==> src/cfg_pkg.sv <==
package cfg_pkg;

    // core address and boot vector width.
    parameter int XLEN = 32;

    // decoded APB address bits.
    parameter int APB_AW = 12;

    // register offsets.
    parameter logic [APB_AW-1:0] CFGREG_RSTN      = 12'h000;
    parameter logic [APB_AW-1:0] CFGREG_BOOTVEC   = 12'h004;
    parameter logic [APB_AW-1:0] CFGREG_DDROFFSET = 12'h008;
    parameter logic [APB_AW-1:0] CFGREG_RSVREG0   = 12'h00C;
    parameter logic [APB_AW-1:0] CFGREG_RSVREG1   = 12'h010;

    // requester to slave, 47 bits.
    typedef struct packed {
        logic              psel;
        logic              penable;
        logic              pwrite;
        logic [APB_AW-1:0] paddr;
        logic [31:0]       pwdata;
    } apb_req_t;

    // slave to requester, 34 bits.
    typedef struct packed {
        logic [31:0] prdata;
        logic        pready;
        logic        pslverr;
    } apb_rsp_t;

    // core memory request.
    typedef struct packed {
        logic            valid;
        logic            write;
        logic [XLEN-1:0] addr;
    } mem_req_t;

    // request between decode and remap stages.
    typedef struct packed {
        mem_req_t req;
        logic     in_ddr;
    } mem_stage_t;

    // translated request.
    typedef struct packed {
        logic            valid;
        logic            write;
        logic            in_ddr;
        logic [XLEN-1:0] addr;
    } mem_out_t;

endpackage

==> src/cfg_subsys.sv <==
`timescale 1ns/1ps

module cfg_subsys #(
    parameter logic [cfg_pkg::XLEN-1:0] DDR_BASE        = 32'h8000_0000,
    parameter logic [cfg_pkg::XLEN-1:0] DDR_SIZE        = 32'h1000_0000,
    parameter int                       RST_HOLD_CYCLES = 4
) (
    input  logic                      clk,
    input  logic                      rstn,
    input  cfg_pkg::apb_req_t         apb_req,
    output cfg_pkg::apb_rsp_t         apb_rsp,
    input  cfg_pkg::mem_req_t         mem_req,
    output cfg_pkg::mem_out_t         mem_out,
    output logic                      core_rstn,
    output logic                      boot_valid,
    output logic [cfg_pkg::XLEN-1:0]  boot_addr
);

    import cfg_pkg::*;

    logic            run;
    logic [XLEN-1:0] boot_vec;
    logic [31:0]     ddr_offset;
    mem_stage_t      stage_q;

    cfgreg i_cfgreg (
        .clk        (clk),
        .rstn       (rstn),
        .apb_req    (apb_req),
        .apb_rsp    (apb_rsp),
        .run        (run),
        .boot_vec   (boot_vec),
        .ddr_offset (ddr_offset)
    );

    core_boot_ctrl #(
        .RST_HOLD_CYCLES (RST_HOLD_CYCLES)
    ) i_core_boot_ctrl (
        .clk        (clk),
        .rstn       (rstn),
        .run        (run),
        .boot_vec   (boot_vec),
        .core_rstn  (core_rstn),
        .boot_valid (boot_valid),
        .boot_addr  (boot_addr)
    );

    // two-stage request path.
    mem_region_decode #(
        .DDR_BASE (DDR_BASE),
        .DDR_SIZE (DDR_SIZE)
    ) i_mem_region_decode (
        .clk     (clk),
        .rstn    (rstn),
        .mem_req (mem_req),
        .stage_q (stage_q)
    );

    ddr_addr_remap #(
        .DDR_BASE (DDR_BASE)
    ) i_ddr_addr_remap (
        .clk        (clk),
        .rstn       (rstn),
        .stage_q    (stage_q),
        .ddr_offset (ddr_offset),
        .mem_out    (mem_out)
    );

endmodule

==> src/cfgreg.sv <==
`timescale 1ns/1ps

module cfgreg (
    input  logic                      clk,
    input  logic                      rstn,
    input  cfg_pkg::apb_req_t         apb_req,
    output cfg_pkg::apb_rsp_t         apb_rsp,
    output logic                      run,
    output logic [cfg_pkg::XLEN-1:0]  boot_vec,
    output logic [31:0]               ddr_offset
);

    import cfg_pkg::*;

    logic [31:0] rsv_reg0;
    logic [31:0] rsv_reg1;
    logic [31:0] rdata_mux;
    logic [31:0] prdata_q;
    logic        apb_wr;

    // writes land in the setup phase.
    always_comb begin
        apb_wr = apb_req.psel & ~apb_req.penable & apb_req.pwrite;
    end

    always_ff @(posedge clk or negedge rstn) begin
        if (!rstn) begin
            run <= 1'b0;
        end else if (apb_wr && apb_req.paddr == CFGREG_RSTN) begin
            run <= apb_req.pwdata[0];
        end
    end

    always_ff @(posedge clk or negedge rstn) begin
        if (!rstn) begin
            boot_vec <= '0;
        end else if (apb_wr && apb_req.paddr == CFGREG_BOOTVEC) begin
            boot_vec <= apb_req.pwdata;
        end
    end

    always_ff @(posedge clk or negedge rstn) begin
        if (!rstn) begin
            ddr_offset <= '0;
        end else if (apb_wr && apb_req.paddr == CFGREG_DDROFFSET) begin
            ddr_offset <= apb_req.pwdata;
        end
    end

    // scratch registers, no function in hardware.
    always_ff @(posedge clk or negedge rstn) begin
        if (!rstn) begin
            rsv_reg0 <= '0;
            rsv_reg1 <= '0;
        end else if (apb_wr) begin
            if (apb_req.paddr == CFGREG_RSVREG0) begin
                rsv_reg0 <= apb_req.pwdata;
            end
            if (apb_req.paddr == CFGREG_RSVREG1) begin
                rsv_reg1 <= apb_req.pwdata;
            end
        end
    end

    // unmapped offsets read as zero.
    always_comb begin
        rdata_mux = '0;
        case (apb_req.paddr)
            CFGREG_RSTN:      rdata_mux = {31'b0, run};
            CFGREG_BOOTVEC:   rdata_mux = boot_vec;
            CFGREG_DDROFFSET: rdata_mux = ddr_offset;
            CFGREG_RSVREG0:   rdata_mux = rsv_reg0;
            CFGREG_RSVREG1:   rdata_mux = rsv_reg1;
            default:          rdata_mux = '0;
        endcase
    end

    // valid in the access phase.
    always_ff @(posedge clk or negedge rstn) begin
        if (!rstn) begin
            prdata_q <= '0;
        end else begin
            prdata_q <= rdata_mux;
        end
    end

    always_comb begin
        apb_rsp.prdata  = prdata_q;
        apb_rsp.pready  = 1'b1;
        apb_rsp.pslverr = 1'b0;
    end

endmodule

==> src/core_boot_ctrl.sv <==
`timescale 1ns/1ps

module core_boot_ctrl #(
    parameter int RST_HOLD_CYCLES = 4
) (
    input  logic                      clk,
    input  logic                      rstn,
    input  logic                      run,
    input  logic [cfg_pkg::XLEN-1:0]  boot_vec,
    output logic                      core_rstn,
    output logic                      boot_valid,
    output logic [cfg_pkg::XLEN-1:0]  boot_addr
);

    import cfg_pkg::*;

    localparam int CW = $clog2(RST_HOLD_CYCLES + 1);

    logic          run_q;
    logic          holding;
    logic [CW-1:0] hold_cnt;
    logic          run_rise;

    assign run_rise = run & ~run_q;

    // rise loads the count; release one edge after it hits zero.
    always_ff @(posedge clk or negedge rstn) begin
        if (!rstn) begin
            run_q      <= 1'b0;
            holding    <= 1'b0;
            hold_cnt   <= '0;
            core_rstn  <= 1'b0;
            boot_valid <= 1'b0;
            boot_addr  <= '0;
        end else begin
            run_q      <= run;
            boot_valid <= 1'b0;
            if (!run) begin
                holding   <= 1'b0;
                hold_cnt  <= '0;
                core_rstn <= 1'b0;
            end else if (run_rise) begin
                holding  <= 1'b1;
                hold_cnt <= CW'(RST_HOLD_CYCLES - 1);
            end else if (holding) begin
                if (hold_cnt == '0) begin
                    holding    <= 1'b0;
                    core_rstn  <= 1'b1;
                    boot_valid <= 1'b1;
                    boot_addr  <= boot_vec;
                end else begin
                    hold_cnt <= hold_cnt - 1'b1;
                end
            end
        end
    end

endmodule

==> src/ddr_addr_remap.sv <==
`timescale 1ns/1ps

module ddr_addr_remap #(
    parameter logic [cfg_pkg::XLEN-1:0] DDR_BASE = 32'h8000_0000
) (
    input  logic                clk,
    input  logic                rstn,
    input  cfg_pkg::mem_stage_t stage_q,
    input  logic [31:0]         ddr_offset,
    output cfg_pkg::mem_out_t   mem_out
);

    import cfg_pkg::*;

    logic [XLEN-1:0] remap_addr;
    logic            valid_q;
    logic            write_q;
    logic            in_ddr_q;
    logic [XLEN-1:0] addr_q;

    // rebase onto the programmed offset, wraps mod 2^XLEN.
    assign remap_addr = stage_q.in_ddr ? (stage_q.req.addr - DDR_BASE + ddr_offset)
                                       : stage_q.req.addr;

    always_ff @(posedge clk or negedge rstn) begin
        if (!rstn) begin
            valid_q <= 1'b0;
        end else begin
            valid_q <= stage_q.req.valid;
        end
    end

    always_ff @(posedge clk) begin
        if (stage_q.req.valid) begin
            write_q  <= stage_q.req.write;
            in_ddr_q <= stage_q.in_ddr;
            addr_q   <= remap_addr;
        end
    end

    always_comb begin
        mem_out.valid  = valid_q;
        mem_out.write  = write_q;
        mem_out.in_ddr = in_ddr_q;
        mem_out.addr   = addr_q;
    end

endmodule

==> src/mem_region_decode.sv <==
`timescale 1ns/1ps

module mem_region_decode #(
    parameter logic [cfg_pkg::XLEN-1:0] DDR_BASE = 32'h8000_0000,
    parameter logic [cfg_pkg::XLEN-1:0] DDR_SIZE = 32'h1000_0000
) (
    input  logic                clk,
    input  logic                rstn,
    input  cfg_pkg::mem_req_t   mem_req,
    output cfg_pkg::mem_stage_t stage_q
);

    import cfg_pkg::*;

    // one extra bit so a window ending at the top of memory does not wrap.
    localparam logic [XLEN:0] DDR_END = {1'b0, DDR_BASE} + {1'b0, DDR_SIZE};

    logic            hit;
    logic            valid_q;
    logic            write_q;
    logic            in_ddr_q;
    logic [XLEN-1:0] addr_q;

    assign hit = (mem_req.addr >= DDR_BASE) && ({1'b0, mem_req.addr} < DDR_END);

    always_ff @(posedge clk or negedge rstn) begin
        if (!rstn) begin
            valid_q <= 1'b0;
        end else begin
            valid_q <= mem_req.valid;
        end
    end

    always_ff @(posedge clk) begin
        if (mem_req.valid) begin
            write_q  <= mem_req.write;
            addr_q   <= mem_req.addr;
            in_ddr_q <= hit;
        end
    end

    always_comb begin
        stage_q.req.valid = valid_q;
        stage_q.req.write = write_q;
        stage_q.req.addr  = addr_q;
        stage_q.in_ddr    = in_ddr_q;
    end

endmodule

==> config.mk <==
export PLATFORM = sky130hd
export DESIGN_NAME = cfg_subsys
export DESIGN_NICKNAME = d
export VERILOG_FILES = /design/src/cfg_pkg.sv /design/src/cfg_subsys.sv /design/src/cfgreg.sv /design/src/core_boot_ctrl.sv /design/src/ddr_addr_remap.sv /design/src/mem_region_decode.sv
export SDC_FILE = /design/constraint.sdc
export NUM_CORES = 1
export LEC_CHECK = 0
export BUFFER_PORTS_ARGS = -buffer_cell sky130_fd_sc_hd__buf_2
export CORE_MARGIN = 1.5
export CORE_UTILIZATION = 45
export CTS_BUF_LIST = sky130_fd_sc_hd__clkbuf_8 sky130_fd_sc_hd__clkbuf_16
export DETAILED_ROUTE_END_ITERATION = 12
export PLACE_DENSITY = 0.76
export REMOVE_ABC_BUFFERS = 1
export SLEW_MARGIN = 0
export SYNTH_ARGS = -nofsm -noshare
export SYNTH_HDL_FRONTEND = slang
export SYNTH_SLANG_ARGS = --single-unit
==> constraint.sdc <==
create_clock -name clk -period 3.4 [get_ports clk]
set_input_delay 0.51 -clock clk [delete_from_list [all_inputs] [get_ports clk]]
set_output_delay 0.51 -clock clk [all_outputs]
set_load 0.01 [all_outputs]
==> out/qor.yml <==
final_layout:
  fin_area_sq_um: 14840
  syn_to_final_growth_pct: 18.79
  nets: 1332
  drive_gt1_share_pct: 28.42
  fill_cells: 2356
route:
  drcViolationCount: 0
  wire_per_inst_um: 19.02
  vias: 8553
  drt_iter0_markers: 526
  avgViaCountPerCell: 5.413
  first_pass_iters: 6
  routed_wl_um: 30050
  postRouteAntennaNets: 0
placement:
  dpl_worst_slack_ns: 0.2458
  place_area_sq_um: 13780
  gp_congestion: 0.8397
  hpwl_um: 20480
  portBuffers: 183
sta:
  hold_viol_final: 0
  drv_slew: 0
  setup_violations: 0
  rsz0062_at_grt: "no"
  tightest_slew_ns: 0.9087
  period_needed_ns: 3.132
  max_freq_ghz: 0.3193
  setup_ws_ns: 0.2679
  fin_crit_sh_pct: 92.12
  finClkSkew_ns: 0.01504
  max-slew-margin-rel_pct: 39.42
worst_setup_path:
  start_kind: "flip-flop"
  endpoint_kind: "flip-flop"
  cp_common_cell: "ha_1"
  path_delay_family: "compound AO/OA/AOI/OAI gates"
  reg2reg_slack_ns: 0.27
  cp_max_fo: 4
  worstPathRequired_ns: 3.68
  critPathKind: "reg -> reg"
  cpPeakStageDelay_ns: 0.40
  worstPathCellList: "ha_1, ha_1, inv_1, fa_1, nor2b_1, o2111ai_1, a211oi_2, o21ai_1, a31oi_2, mux2i_1, nand4_1"
  cpMaxStageDelayCell: "fa_1"
  cp.arrival_ns: 3.42
  cp_num_buf_inv: 1
die:
  ios: 186
  core_area_sq_um: 27100
  initial_utilization_pct: 46.09
  die_w_um: 169.6
  die_area_sq_um: 28770
  die_h_um: 169.6
  row_count: 60
logic_synthesis:
  synth_top_family_by_area: "multiplexers"
  netlist_instances: 1011
  synth_most_common_cell: "dfrtp_1"
  synth_xor_area_share_pct: 1.683
  yosys.area.top_type_share_pct: 40.47
  synth_ff_type: "dfrtp_1"
  synth_top_cells_by_area: "dfrtp_1, edfxtp_1, mux2_2"
  syn_area_sq_um: 12490
  avgSynthCellArea_sq_um: 12.35
  synth_mux_area_share_pct: 13.40
  yosys_register_bits: 270
  synth_compound_area_share_pct: 8.935
  netlist.top_cell.by_area: "dfrtp_1"
  async_flop_share_pct: 74.81
  yosysWarnings: 0
  ys_seq_area_share_pct: 56.82
  synth_cell_types: 60
  synth-simple-area-share_pct: 9.957
  synth_fa_ha_area_share_pct: 6.471
  synth-edff-count: 68
  ys_top_cells_by_count: "dfrtp_1, nand2_1, mux2_2, edfxtp_1, ha_1"
clock_tree:
  cts.clk_slew.worst_paths_ns: 0.06
  htree_num_levels: 1
  numCtsBuffers: 28
  cts.repair.resized: 0
  clock_latency_ns: 0.55
  post_cts_buffers: 0
  cts.sinks: 270
  cts_max_path_buffers: 3
  hold_buffers: 0
  clock-root-buffer: "clkbuf_16"
  cts_tree: "built"
job:
  maxCapViolations: 0
global_routing:
  grt_pass1_vias: 8674
  grt_usage_pct: 21.18
  grt_max_degree: 94
  grt_pass1_wl_um: 47270
  antenna_found_initial: 2
  grt_overflow: 0
pwr:
  vdd_ir_drop_max_v: 0.0003754
  power_density_nw_per_um2: 493.3
  p_leak_nw: 7.678
outcome:
  status: "completed"
min_path:
  hold_path.class: "in -> async"
[cells by family (layout without fill, tap and decap cells)]
kind of cell,count (synthesis),count (layout)
AO/OA/AOI/OAI,152,152
buffers and inverters,70,266
AND/OR/NAND/NOR,280,280
adder cells (fa/ha/maj),64,64
XOR/XNOR,24,24
multiplexers,149,149
other,2,3
flip-flops,270,270
[sequential cells by signal, summed over array words and instances (netlist names), 3 cells and up]
signal and count:
i_cfgreg.prdata_q 32, i_core_boot_ctrl.boot_addr 32, i_ddr_addr_remap.addr_q 32, i_cfgreg.rsv_reg1 32
i_cfgreg.boot_vec 32, i_mem_region_decode.addr_q 32, i_core_boot_ctrl.hold_cnt 3, i_cfgreg.rsv_reg0 32
i_cfgreg.ddr_offset 32
[through the flow]
step	power, mW	util (%)	hold slack, ns	std cells	setup TNS (ns)
global placement	3.948	50.84	0.4056	1527	0
finish	7.320	54.75	0.02054	1580	0
detailed placement	3.955	50.84	0.4128	1527	0
CTS	7.391	54.72	0.03830	1579	0
floorplan	3.708	-	0.2144	956	-1.236
global route	7.556	54.74	0.08484	1579	0
[placed cells by master, fill, tap and decap left out, types with 6 or more instances in the layout]
cell type  instances
nand4_1           12
buf_2            182
xor2_1             8
a21boi_0           7
dfrtp_1          202
inv_1             18
xnor2_1           16
buf_4             12
nand2_1          197
nor2_1            25
mux2_2            84
nor3_1             9
clkbuf_16         30
o21ai_0           18
bufinv_16          6
o31ai_1            7
a222oi_1          31
mux2_1            62
edfxtp_1          68
o21a_1            10
a21o_1            18
a21oi_1           30
ha_1              63
[worst reg2reg max path: stages (launching register included)]
cell       delay [ns]
edfxtp_1         0.39
ha_1             0.30
ha_1             0.17
inv_1            0.06
fa_1             0.40
nor2b_1          0.17
o2111ai_1        0.23
a211oi_2         0.33
o21ai_1          0.20
a31oi_2          0.33
mux2i_1          0.23
nand4_1          0.08
[cell type report]
cell class              count  area (sq um)  share of cell area (%)
clock inverters            18         247.7                   1.670
inverters                  15         56.30                  0.3795
clock buffers              34         805.8                   5.430
flip-flops and latches    270          7097                   47.83
repair buffers            199          1095                   7.378
diodes                      1         2.502                 0.01686
well taps                 372         465.4                   3.137
multi-input cells         671          5069                   34.16
[worst paths after layout]
path	from	to	cells after the start
max	i_mem_region_decode.addr_q[1]	i_ddr_addr_remap.addr_q[31]	11
min	rstn	i_core_boot_ctrl.boot_addr[30]	1
max reg2reg	i_mem_region_decode.addr_q[1]	i_ddr_addr_remap.addr_q[31]	11
min reg2reg	i_mem_region_decode.write_q	i_ddr_addr_remap.write_q	0
max in group asynchronous	rstn	i_cfgreg.boot_vec[11]	2
min in group clk	mem_req[19]	i_mem_region_decode.addr_q[19]	1
[per-layer routing]
layer | track usage [%] | vias up | routed length (um)
met5 | 0 | - | 13
met4 | 5.618 | 2 | 811
met3 | 3.335 | 56 | 1509
met2 | 36.15 | 260 | 14650
met1 | 28.09 | 4207 | 13070
li1 | - | 4028 | -
[power by group]
| part | switching, mW | total, mW | leakage, nW | internal, mW |
|---|---|---|---|---|
| logic | 0.260 | 0.421 | 3.66 | 0.161 |
| clock network | 1.29 | 3.43 | 0.537 | 2.14 |
| registers | 0.0427 | 3.47 | 3.48 | 3.42 |
| total | 1.59 | 7.32 | 7.68 | 5.73 |
Note: power is estimated with default switching activity, not from simulation.
